==> config.mk <==
export PLATFORM = sky130hd
export DESIGN_NAME = rdma_wr_demux
export DESIGN_NICKNAME = d
export VERILOG_FILES = /design/src/rdma_wr_pkg.sv /design/src/meta_fifo.sv /design/src/axis_data_fifo.sv /design/src/rdma_wr_demux.sv
export SDC_FILE = /design/constraint.sdc
export NUM_CORES = 2
export LEC_CHECK = 0
export BUFFER_PORTS_ARGS = -buffer_cell sky130_fd_sc_hd__buf_2
export CORE_MARGIN = 2
export CORE_UTILIZATION = 55
export DETAILED_ROUTE_END_ITERATION = 12
export GPL_ROUTABILITY_DRIVEN = 0
export PLACE_DENSITY = 0.71
export SKIP_LAST_GASP = 1
export SLEW_MARGIN = 20
export SYNTH_ARGS = -nofsm -noshare
export SYNTH_HDL_FRONTEND = slang
export SYNTH_MEMORY_MAX_BITS = 65536
export SYNTH_SLANG_ARGS = --single-unit
==> constraint.sdc <==
create_clock -name aclk -period 10.7 [get_ports aclk]
set_clock_uncertainty 0.05 [all_clocks]
set_input_delay 1.605 -clock aclk [delete_from_list [all_inputs] [get_ports aclk]]
set_output_delay 1.605 -clock aclk [all_outputs]
set_load 0.05 [all_outputs]
==> src/rdma_wr_pkg.sv <==
// RDMA write demux shared definitions

package rdma_wr_pkg;

  // --------------------------------------------------
  // Sizing
  // --------------------------------------------------

  // Virtual regions
  localparam int N_REGIONS      = 4;
  localparam int N_REGIONS_BITS = 2;

  // Command byte length
  localparam int LEN_BITS = 12;

  // Beat width, 8 bytes per beat
  localparam int DATA_BITS     = 64;
  localparam int BEAT_LOG_BITS = 3;

  // Commands with data still in flight
  localparam int N_OUTSTANDING = 8;

  // Per-region queue depths
  localparam int CMD_QUEUE_DEPTH = 4;
  localparam int DATA_FIFO_DEPTH = 16;

  // Write-ready threshold on data FIFO fill level
  localparam int WR_THRS = 8;

  // --------------------------------------------------
  // Types
  // --------------------------------------------------

  typedef logic [N_REGIONS_BITS-1:0] vfid_t;
  typedef logic [LEN_BITS-1:0]       len_t;
  typedef logic [DATA_BITS-1:0]      data_t;
  typedef logic [DATA_BITS/8-1:0]    keep_t;

  // Holds 0 up to DATA_FIFO_DEPTH inclusive
  typedef logic [$clog2(DATA_FIFO_DEPTH+1)-1:0] count_t;

endpackage

==> src/meta_fifo.sv <==
// Valid/ready metadata FIFO
`timescale 1ns/1ps

// DEPTH is expected to be a power of two, pointers wrap on overflow
module meta_fifo #(
  parameter int WIDTH = 8,
  parameter int DEPTH = 4
) (
  input  logic             aclk,
  input  logic             aresetn,
  input  logic             in_valid,
  output logic             in_ready,
  input  logic [WIDTH-1:0] in_data,
  output logic             out_valid,
  input  logic             out_ready,
  output logic [WIDTH-1:0] out_data
);

  // Storage
  logic [WIDTH-1:0] mem [DEPTH];

  // Pointers and occupancy
  logic [$clog2(DEPTH)-1:0]   wr_ptr;
  logic [$clog2(DEPTH)-1:0]   rd_ptr;
  logic [$clog2(DEPTH+1)-1:0] count;

  logic wr_en;
  logic rd_en;

  // Handshakes
  assign wr_en = in_valid && in_ready;
  assign rd_en = out_valid && out_ready;

  // Ready only on free space
  assign in_ready  = (count != DEPTH);
  assign out_valid = (count != '0);

  // Head entry straight from storage, visible the cycle after its write
  assign out_data = mem[rd_ptr];

  always_ff @(posedge aclk) begin
    if (wr_en) begin
      mem[wr_ptr] <= in_data;
    end
  end

  always_ff @(posedge aclk) begin
    if (!aresetn) begin
      wr_ptr <= '0;
      rd_ptr <= '0;
      count  <= '0;
    end else begin
      if (wr_en) begin
        wr_ptr <= wr_ptr + 1'b1;
      end
      if (rd_en) begin
        rd_ptr <= rd_ptr + 1'b1;
      end
      // Simultaneous read and write leaves count unchanged
      case ({wr_en, rd_en})
        2'b10:   count <= count + 1'b1;
        2'b01:   count <= count - 1'b1;
        default: count <= count;
      endcase
    end
  end

endmodule

==> src/axis_data_fifo.sv <==
// Stream data FIFO with fill level
`timescale 1ns/1ps

module axis_data_fifo (
  input  logic                aclk,
  input  logic                aresetn,
  input  logic                in_valid,
  output logic                in_ready,
  input  rdma_wr_pkg::data_t  in_data,
  input  rdma_wr_pkg::keep_t  in_keep,
  input  logic                in_last,
  output logic                out_valid,
  input  logic                out_ready,
  output rdma_wr_pkg::data_t  out_data,
  output rdma_wr_pkg::keep_t  out_keep,
  output logic                out_last,
  output rdma_wr_pkg::count_t count
);

  import rdma_wr_pkg::*;

  // Fill state, kept in step with count
  typedef enum logic [1:0] {
    FIFO_EMPTY,
    FIFO_PART,
    FIFO_FULL
  } fill_t;

  fill_t fill_q;
  fill_t fill_d;
  count_t count_d;

  // Beat storage
  data_t mem_data [DATA_FIFO_DEPTH];
  keep_t mem_keep [DATA_FIFO_DEPTH];
  logic  mem_last [DATA_FIFO_DEPTH];

  logic [$clog2(DATA_FIFO_DEPTH)-1:0] wr_ptr;
  logic [$clog2(DATA_FIFO_DEPTH)-1:0] rd_ptr;

  logic wr_en;
  logic rd_en;

  // --------------------------------------------------
  // Handshakes and flags
  // --------------------------------------------------

  assign wr_en = in_valid && in_ready;
  assign rd_en = out_valid && out_ready;

  // Flags come from the registered fill state
  assign in_ready  = (fill_q != FIFO_FULL);
  assign out_valid = (fill_q != FIFO_EMPTY);

  // Head beat
  assign out_data = mem_data[rd_ptr];
  assign out_keep = mem_keep[rd_ptr];
  assign out_last = mem_last[rd_ptr];

  // Next occupancy and fill state
  always_comb begin
    count_d = count;
    if (wr_en && !rd_en) begin
      count_d = count + 1'b1;
    end else if (!wr_en && rd_en) begin
      count_d = count - 1'b1;
    end

    if (count_d == '0) begin
      fill_d = FIFO_EMPTY;
    end else if (count_d == count_t'(DATA_FIFO_DEPTH)) begin
      fill_d = FIFO_FULL;
    end else begin
      fill_d = FIFO_PART;
    end
  end

  // --------------------------------------------------
  // Registers
  // --------------------------------------------------

  always_ff @(posedge aclk) begin
    if (wr_en) begin
      mem_data[wr_ptr] <= in_data;
      mem_keep[wr_ptr] <= in_keep;
      mem_last[wr_ptr] <= in_last;
    end
  end

  always_ff @(posedge aclk) begin
    if (!aresetn) begin
      wr_ptr <= '0;
      rd_ptr <= '0;
      count  <= '0;
      fill_q <= FIFO_EMPTY;
    end else begin
      if (wr_en) begin
        wr_ptr <= wr_ptr + 1'b1;
      end
      if (rd_en) begin
        rd_ptr <= rd_ptr + 1'b1;
      end
      count  <= count_d;
      fill_q <= fill_d;
    end
  end

endmodule

==> src/rdma_wr_demux.sv <==
// RDMA write command and data demux
`timescale 1ns/1ps

module rdma_wr_demux (
  input  logic                                              aclk,
  input  logic                                              aresetn,
  // Command in
  input  logic                                              req_valid,
  output logic                                              req_ready,
  input  rdma_wr_pkg::vfid_t                                req_vfid,
  input  rdma_wr_pkg::len_t                                 req_len,
  input  logic                                              req_last,
  // Data in, no tlast
  input  logic                                              wr_valid,
  output logic                                              wr_ready,
  input  rdma_wr_pkg::data_t                                wr_data,
  input  rdma_wr_pkg::keep_t                                wr_keep,
  // Per-region commands
  output logic [rdma_wr_pkg::N_REGIONS-1:0]                 out_req_valid,
  input  logic [rdma_wr_pkg::N_REGIONS-1:0]                 out_req_ready,
  output rdma_wr_pkg::len_t [rdma_wr_pkg::N_REGIONS-1:0]    out_req_len,
  output logic [rdma_wr_pkg::N_REGIONS-1:0]                 out_req_last,
  // Per-region data
  output logic [rdma_wr_pkg::N_REGIONS-1:0]                 out_wr_valid,
  input  logic [rdma_wr_pkg::N_REGIONS-1:0]                 out_wr_ready,
  output rdma_wr_pkg::data_t [rdma_wr_pkg::N_REGIONS-1:0]   out_wr_data,
  output rdma_wr_pkg::keep_t [rdma_wr_pkg::N_REGIONS-1:0]   out_wr_keep,
  output logic [rdma_wr_pkg::N_REGIONS-1:0]                 out_wr_last,
  // Per-region flow control
  output logic [rdma_wr_pkg::N_REGIONS-1:0]                 wr_rdy
);

  import rdma_wr_pkg::*;

  // Beats-minus-one countdown width
  typedef logic [LEN_BITS-BEAT_LOG_BITS-1:0] beat_cnt_t;

  typedef enum logic {
    ST_IDLE,
    ST_FWD
  } state_t;

  // Command side
  logic                           req_fire;
  logic [N_REGIONS-1:0]           cmd_in_valid;
  logic [N_REGIONS-1:0]           cmd_in_ready;
  logic [N_REGIONS-1:0][LEN_BITS:0] cmd_out_data;

  // Sequence queue, entry is {last, vfid, len}
  logic                               seq_in_ready;
  logic                               seq_out_valid;
  logic                               seq_out_ready;
  logic [LEN_BITS+N_REGIONS_BITS:0]   seq_out_data;
  logic                               seq_last;
  vfid_t                              seq_vfid;
  len_t                               seq_len;

  // Data side
  logic [N_REGIONS-1:0] fifo_in_valid;
  logic [N_REGIONS-1:0] fifo_in_ready;
  count_t               fifo_count [N_REGIONS];

  // FSM and current command
  state_t    state_q;
  state_t    state_d;
  vfid_t     vfid_q;
  vfid_t     vfid_d;
  beat_cnt_t cnt_q;
  beat_cnt_t cnt_d;
  logic      last_q;
  logic      last_d;

  logic beat_acc;
  logic final_beat;
  logic beat_last;

  // ceil(len/8) - 1, len is never zero
  function automatic beat_cnt_t beats_m1(input len_t len);
    if (len[BEAT_LOG_BITS-1:0] != '0) begin
      return len[LEN_BITS-1:BEAT_LOG_BITS];
    end else begin
      return len[LEN_BITS-1:BEAT_LOG_BITS] - 1'b1;
    end
  endfunction

  // --------------------------------------------------
  // Command routing
  // --------------------------------------------------

  // Needs room in both the sequence queue and the target region queue
  assign req_ready = seq_in_ready && cmd_in_ready[req_vfid];
  assign req_fire  = req_valid && req_ready;

  for (genvar i = 0; i < N_REGIONS; i++) begin : g_cmd
    assign cmd_in_valid[i] = req_fire && (req_vfid == vfid_t'(i));

    meta_fifo #(
      .WIDTH(LEN_BITS + 1),
      .DEPTH(CMD_QUEUE_DEPTH)
    ) u_cmd_queue (
      .aclk     (aclk),
      .aresetn  (aresetn),
      .in_valid (cmd_in_valid[i]),
      .in_ready (cmd_in_ready[i]),
      .in_data  ({req_last, req_len}),
      .out_valid(out_req_valid[i]),
      .out_ready(out_req_ready[i]),
      .out_data (cmd_out_data[i])
    );

    assign out_req_last[i] = cmd_out_data[i][LEN_BITS];
    assign out_req_len[i]  = cmd_out_data[i][LEN_BITS-1:0];
  end

  // Same command, in arrival order, for the data sequencer
  meta_fifo #(
    .WIDTH(LEN_BITS + N_REGIONS_BITS + 1),
    .DEPTH(N_OUTSTANDING)
  ) u_seq_queue (
    .aclk     (aclk),
    .aresetn  (aresetn),
    .in_valid (req_fire),
    .in_ready (seq_in_ready),
    .in_data  ({req_last, req_vfid, req_len}),
    .out_valid(seq_out_valid),
    .out_ready(seq_out_ready),
    .out_data (seq_out_data)
  );

  assign seq_last = seq_out_data[LEN_BITS+N_REGIONS_BITS];
  assign seq_vfid = seq_out_data[LEN_BITS+N_REGIONS_BITS-1:LEN_BITS];
  assign seq_len  = seq_out_data[LEN_BITS-1:0];

  // --------------------------------------------------
  // Data sequencing
  // --------------------------------------------------

  // wr_ready is low in idle, so no beat is taken there
  assign beat_acc   = wr_valid && wr_ready;
  assign final_beat = (state_q == ST_FWD) && beat_acc && (cnt_q == '0);
  assign beat_last  = (state_q == ST_FWD) && last_q && (cnt_q == '0);

  // Pop from idle, or right on the final beat so no cycle is lost
  assign seq_out_ready = seq_out_valid && ((state_q == ST_IDLE) || final_beat);

  always_comb begin
    state_d = state_q;
    vfid_d  = vfid_q;
    cnt_d   = cnt_q;
    last_d  = last_q;

    if (seq_out_ready) begin
      // Load next command
      state_d = ST_FWD;
      vfid_d  = seq_vfid;
      cnt_d   = beats_m1(seq_len);
      last_d  = seq_last;
    end else if (final_beat) begin
      state_d = ST_IDLE;
    end else if (beat_acc) begin
      cnt_d = cnt_q - 1'b1;
    end
  end

  always_ff @(posedge aclk) begin
    if (!aresetn) begin
      state_q <= ST_IDLE;
    end else begin
      state_q <= state_d;
    end
  end

  // Current command fields, only meaningful in forwarding
  always_ff @(posedge aclk) begin
    vfid_q <= vfid_d;
    cnt_q  <= cnt_d;
    last_q <= last_d;
  end

  // Input ready follows the selected FIFO
  assign wr_ready = (state_q == ST_FWD) && fifo_in_ready[vfid_q];

  // --------------------------------------------------
  // Region data FIFOs
  // --------------------------------------------------

  for (genvar i = 0; i < N_REGIONS; i++) begin : g_data
    assign fifo_in_valid[i] = (state_q == ST_FWD) && (vfid_q == vfid_t'(i)) && wr_valid;

    axis_data_fifo u_data_fifo (
      .aclk     (aclk),
      .aresetn  (aresetn),
      .in_valid (fifo_in_valid[i]),
      .in_ready (fifo_in_ready[i]),
      .in_data  (wr_data),
      .in_keep  (wr_keep),
      .in_last  (beat_last),
      .out_valid(out_wr_valid[i]),
      .out_ready(out_wr_ready[i]),
      .out_data (out_wr_data[i]),
      .out_keep (out_wr_keep[i]),
      .out_last (out_wr_last[i]),
      .count    (fifo_count[i])
    );

    // Region may take more data while at or below threshold
    assign wr_rdy[i] = (fifo_count[i] <= count_t'(WR_THRS));
  end

endmodule

* Word level (Yosys, flattened, before mapping)
Memory sizes are Yosys's and may differ from the RTL's. A register that Yosys moved wholly into a read port is not among the register bits.
Cells that the tools add are included.
** Operators by class
- $add $sub $neg :: 38
- Order comparisons :: 6
- Eq/ne operators :: 30
- Mux-type cells :: 79
- Bitwise logic cells :: 2
- Reduce and logical (&&, ||, !) cells :: 85
** Operators by type and width (number)
- $mux 4 :: 24
- $logic_and 1x1->1 :: 47
- $mux 5 :: 8
- $add 4x1->4 const B :: 9
- $mux 9 :: 4
- $mux 2 :: 12
- $pmux 3 s2 :: 4
- $mux 1 :: 22
- $reduce_bool 2->1 :: 11
- $add 5x1->5 const B :: 4
- $eq 5x5->1 const B :: 4
- $le 5x4->1 const B :: 4
- $logic_not 5->1 :: 4
- $sub 5x1->5 const B :: 4
- $add 3x1->3 const B :: 6
- $eq 2x2->1 const B :: 9
- $sub 9x1->9 const B :: 2
- $add 2x1->2 const B :: 8
- $reduce_bool 3->1 :: 5
- $eq 2x1->1 const B :: 7
- $ne 3x3->1 const B :: 4
- $sub 3x1->3 const B :: 4
- $logic_not 9->1 :: 1
- $logic_not 1->1 :: 8
- other kinds (14) :: 25
** Word-level totals
- Bits in registers :: 111
- Bits in writable memories :: 5000
- Bits of input ports :: 99
- Output and inout port bits :: 358
- Logic and storage cells :: 292
- Memories :: 17
** Memory list
- g_data[0].u_data_fifo.mem_data :: depth 16, width 64, read ports 1, clocked after memory_dff 1, write ports 1, RTL line axis_data_fifo.sv:34 : data_t mem_data [DATA_FIFO_DEPTH];
- g_data[1].u_data_fifo.mem_data :: depth 16, width 64, read ports 1, clocked after memory_dff 1, write ports 1, RTL line axis_data_fifo.sv:34
- g_data[2].u_data_fifo.mem_data :: depth 16, width 64, read ports 1, clocked after memory_dff 1, write ports 1, RTL line axis_data_fifo.sv:34
- g_data[3].u_data_fifo.mem_data :: depth 16, width 64, read ports 1, clocked after memory_dff 1, write ports 1, RTL line axis_data_fifo.sv:34
- g_data[0].u_data_fifo.mem_keep :: depth 16, width 8, read ports 1, clocked after memory_dff 1, write ports 1, RTL line axis_data_fifo.sv:35 : keep_t mem_keep [DATA_FIFO_DEPTH];
- g_data[1].u_data_fifo.mem_keep :: depth 16, width 8, read ports 1, clocked after memory_dff 1, write ports 1, RTL line axis_data_fifo.sv:35
- +11 memories

* Longest topological paths before layout
- Depth in word-level cells :: 12
- Gate-level depth with buffers :: 14
- Depth with buffers taken out :: 13

* Cells and area by module
A second synthesis with hierarchy kept.
** Unflattened totals
- Cells, all modules :: 7807
- Area, all modules :: 195183.4 um^2
** By module, submodules not included
- axis_data_fifo at g_data[1].u_data_fifo ... :: times used 3, cells an instance 1744, area an instance 44865.5 um^2, sequential area each 35454.0 um^2
- axis_data_fifo at g_data[0].u_data_fifo :: times used 1, cells an instance 1742, area an instance 44854.3 um^2, sequential area each 35454.0 um^2
- meta_fifo at g_cmd[0].u_cmd_queue ... :: times used 4, cells an instance 119, area an instance 2374.8 um^2, sequential area each 1741.7 um^2
- meta_fifo at u_seq_queue :: times used 1, cells an instance 247, area an instance 5170.0 um^2, sequential area each 3863.7 um^2
- rdma_wr_demux :: times used 1, cells an instance 110, area an instance 1063.5 um^2, sequential area each 380.4 um^2

* Worst setup path before layout
Ideal clock, no wire load.
- Kind :: input port to flip-flop
- From :: input wr_valid
- To :: memory g_data[2].u_data_fifo.mem_data[4][0] (netlist name) (enable)
- Library setup time :: 0.593 ns
- Data arrival time :: 7.473 ns
- Slack :: 2.583 ns
- Cell stages on the path :: 4
- Path buffers :: 0
- Cell sequence :: nand3_1 > nor3_1 > nand2_1 > nor3_1
** Between the ends
- Longest elaborated chain between the ends :: 4
** RTL lines
- start, declared :: RTL line rdma_wr_demux.sv:14 : input logic wr_valid,
- $logic_and 1x1->1 :: RTL line rdma_wr_demux.sv:188 : assign fifo_in_valid[i] = (state_q == ST_FWD) && (vfid_q == vfid_t'(i)) && wr_valid;
- $logic_and 1x1->1 :: RTL line axis_data_fifo.sv:48 : assign wr_en = in_valid && in_ready;
- $mux 1 :: RTL line axis_data_fifo.sv:83 : if (wr_en) begin
- $mux 1 (not written as such) :: RTL line axis_data_fifo.sv:84 : mem_data[wr_ptr] <= in_data;
- end, declared :: RTL line axis_data_fifo.sv:34
Every way passes these cells.

==> reports/qor.yml <==
power_and_ir_drop:
  powerDensity_nw_per_um2: 220
  p_leak_nw: 67.1
  irDropWorstVdd_v: 0.000202
clock_network:
  htreeDepth: 6
  numCtsBuffers: 519
  cts_tree: "built"
  root_buffer: "clkbuf_16"
  cts_sinks: 5138
  postCtsHoldBufs: 0
  post_cts_buffers: 0
  cts_buffer_depth: 4
  clk_latency_ps: 1020
  clkTransAtPathRegs_ps: 60
  cts_resized: 0
critical_path:
  r2r_start: "vfid_q[0]$_DFFE_PN_"
  reg2regPathDepth: 6
  cp_max_fo: 106
  r2r_setup_slack_ps: 6300
  crit_type: "flop to output pin"
  reg2reg_to: "g_data[0].u_data_fifo.mem_data[6][40]$_DFFE_PP_"
  endpoint: "out_wr_data[41]"
  critPathRequiredTime_ps: 9050
  end_kind: "output pin"
  critical_path_arrival_ps: 4970
  cp-start-kind: "flop"
run_status:
  status: "complete, no violations"
synthesis:
  yosysTopAreaCellShare_pct: 77.5
  yosys_warnings: 0
  synth.yosys.seq_area_share_pct: 78.8
  synth_most_common_cell: "edfxtp_1"
  async_flop_share_pct: 0
  synthTopCellsByArea: "edfxtp_1 78%, mux4_2 18%, dfxtp_1 1.3%"
  synth_cell_types: 75
  synthFlopType: "edfxtp_1"
  syn_area_um2: 194000
  synth_common_cells: "5,012 x edfxtp_1, 1,525 x mux4_2, 226 x clkbuf_1"
  synth_cells: 7787
  yosys.area.top_type: "edfxtp_1"
  syn_area_per_cell_um2: 24.9
  syn-num-nets: 7950
  synth-seq-cells: 5138
  synth_edf_count: 5012
job:
  drv_cap: 0
cells_and_area:
  seqCellArea_um2: 153000
  syn_to_final_growth_pct: 13.1
  drive_above_1_share_pct: 33.9
  final_nets: 8764
  fill_cells: 22825
  multi_input_area_um2: 39600
placement:
  io_buffers: 456
  pre_cts_slack_ps: 5060
  dpl.hpwl_um: 249000
global_routing:
  grt-ovfl-total: 0
  antenna_found_initial: 43
  grt_max_degree: 149
  grt_pass1_vias: 91906
  met1_usage_pct: 37.2
  use_met3_pct: 5.14
  busiest_layer: "met2"
  grtUsageMet2_pct: 42.9
  grt_pass1_wl_um: 669000
  track_usage_pct: 26.5
die:
  die_h_um: 598
  start_util_pct: 55.2
  core_um2: 352000
  row_count: 218
  die_area_um2: 358000
  die_x_um: 598
  ios: 457
timing:
  period_minus_slack_ps: 6630
  fin_crit_sh_pct: 62.0
  setup_viol_count_final: 0
  tightest_slew_ps: 1270
  slew_violations: 0
  setup_tns_ps: 0
  rsz0062_at_grt: "false"
  relSlewSlack_pct: 15.1
  worst_slack_ps: 4070
  max_freq_mhz: 151
  hold_violations: 0
routing:
  drtPass1Iterations: 5
  wire_per_inst_um: 34.7
  vias: 89446
  antenna_left: 0
  vias_per_cell: 6.55
  wl_um: 474000
  drc: 0
  drtIter0Drc: 11912
hold_path:
  worstHoldPathType: "flop to flop"
routing by layer:
layer | vias to the layer above | part of all wire, %
li1 | 35307 | -
met1 | 48630 | 38
met2 | 4781 | 49
met3 | 712 | 10
met4 | 16 | 3.2
met5 | - | 0.022
per-stage QoR:
stage	cell area (um2)	hold WS [ps]	total power, mW	util, %	cells
after floorplan	194000	404	28.7	-	7787
after global placement	203000	419	30.7	57.6	12699
after detailed placement	203000	427	30.9	57.6	12699
after CTS	219000	435	48.6	62.4	13625
after global routing	220000	461	49.7	62.4	13650
final	220000	442	48.3	62.4	13657
placed cells by master (no fill, tap or decap), types with 16 or more instances in the layout:
cell type,synthesis,routed
diode_2,0,31
buf_2,25,453
buf_4,12,212
nand2_1,53,53
dfxtp_1,126,109
ha_1,60,60
edfxtp_1,5012,5012
and2_4,0,32
clkinv_2,0,77
clkbuf_1,226,100
inv_6,0,19
clkbuf_16,0,545
clkinv_1,1,100
nor2_1,129,112
a21oi_1,36,35
dfxtp_4,0,16
nor3_1,38,27
mux4_2,1525,1525
nor2_4,0,16
xnor2_1,29,29
and2_1,61,29
xor2_1,45,45
inv_1,54,54
bufinv_16,0,42
area by class of cell:
type / instances / share of cell area [%]
Sequential cell: 5138 / 69.7
Inverter: 56 / 0.0963
Antenna cell: 31 / 0.0353
Multi-Input combinational cell: 2210 / 18.0
Timing Repair Buffer: 676 / 1.85
Tap cell: 4620 / 2.63
Clock inverter: 275 / 1.20
Clock buffer: 651 / 6.42
how the worst min path moves through the flow:
stage | start | endpoint | slack, ps | cells after the start
final | u_seq_queue.rd_ptr[1]$_SDFFE_PN0P_ | flop | 440 | 2
after global routing | u_seq_queue.rd_ptr[1]$_SDFFE_PN0P_ | flop | 460 | 2
after CTS | u_seq_queue.rd_ptr[1]$_SDFFE_PN0P_ | flop | 440 | 2
after detailed placement | u_seq_queue.rd_ptr[1]$_SDFFE_PN0P_ | flop | 430 | 2
after global placement | u_seq_queue.rd_ptr[1]$_SDFFE_PN0P_ | u_seq_queue.rd_ptr[1]$_SDFFE_PN0P_ | 420 | 2
after floorplan | u_seq_queue.rd_ptr[1]$_SDFFE_PN0P_ | flop | 400 | 2
report_power, final:
part	leakage (nW)	switching (mW)	internal, mW
logic	12.8	4.63	3.07
clock network	8.18	7.50	10.4
registers	46.1	0.312	22.4
total	67.1	12.4	35.8
state kept, by name (all words and copies together) (netlist names), named ones only:
name	flops
last_q	1
g_data.u_data_fifo.mem_last	64
cnt_q	9
g_data.u_data_fifo.count	20
g_data.u_data_fifo.fill_q	8
g_cmd.u_cmd_queue.mem	208
u_seq_queue.mem	120
g_data.u_data_fifo.wr_ptr	16
g_data.u_data_fifo.mem_data	4096
u_seq_queue.rd_ptr	3
g_data.u_data_fifo.mem_keep	512
state_q	1
u_seq_queue.wr_ptr	3
g_cmd.u_cmd_queue.wr_ptr	8
vfid_q	2
g_data.u_data_fifo.rd_ptr	16
g_cmd.u_cmd_queue.rd_ptr	8
u_seq_queue.count	4
g_cmd.u_cmd_queue.count	12
critical path, stage by stage, from the launching register on:
cell	delay, ps
dfxtp_4	830
buf_12	620
buf_4	770
mux4_2	620
mux4_2	550
buf_2	250
kinds of logic (layout without fill, tap and decap cells):
family                     count (synthesis)  in the layout  synth area share (%)
AOI/OAI and AO/OA                        105            105                 0.359
and+or+nand+nor                          406            406                  1.14
adders and majority gates                 64             64                 0.428
DFF                                     5138           5138                  78.8
buffers and inverters                    439           1658                 0.910
muxes                                   1561           1561                  18.0
other                                      0             31                     0
xor gates and xnor gates                  74             74                 0.334
Note: power is estimated with default switching activity, not from simulation.
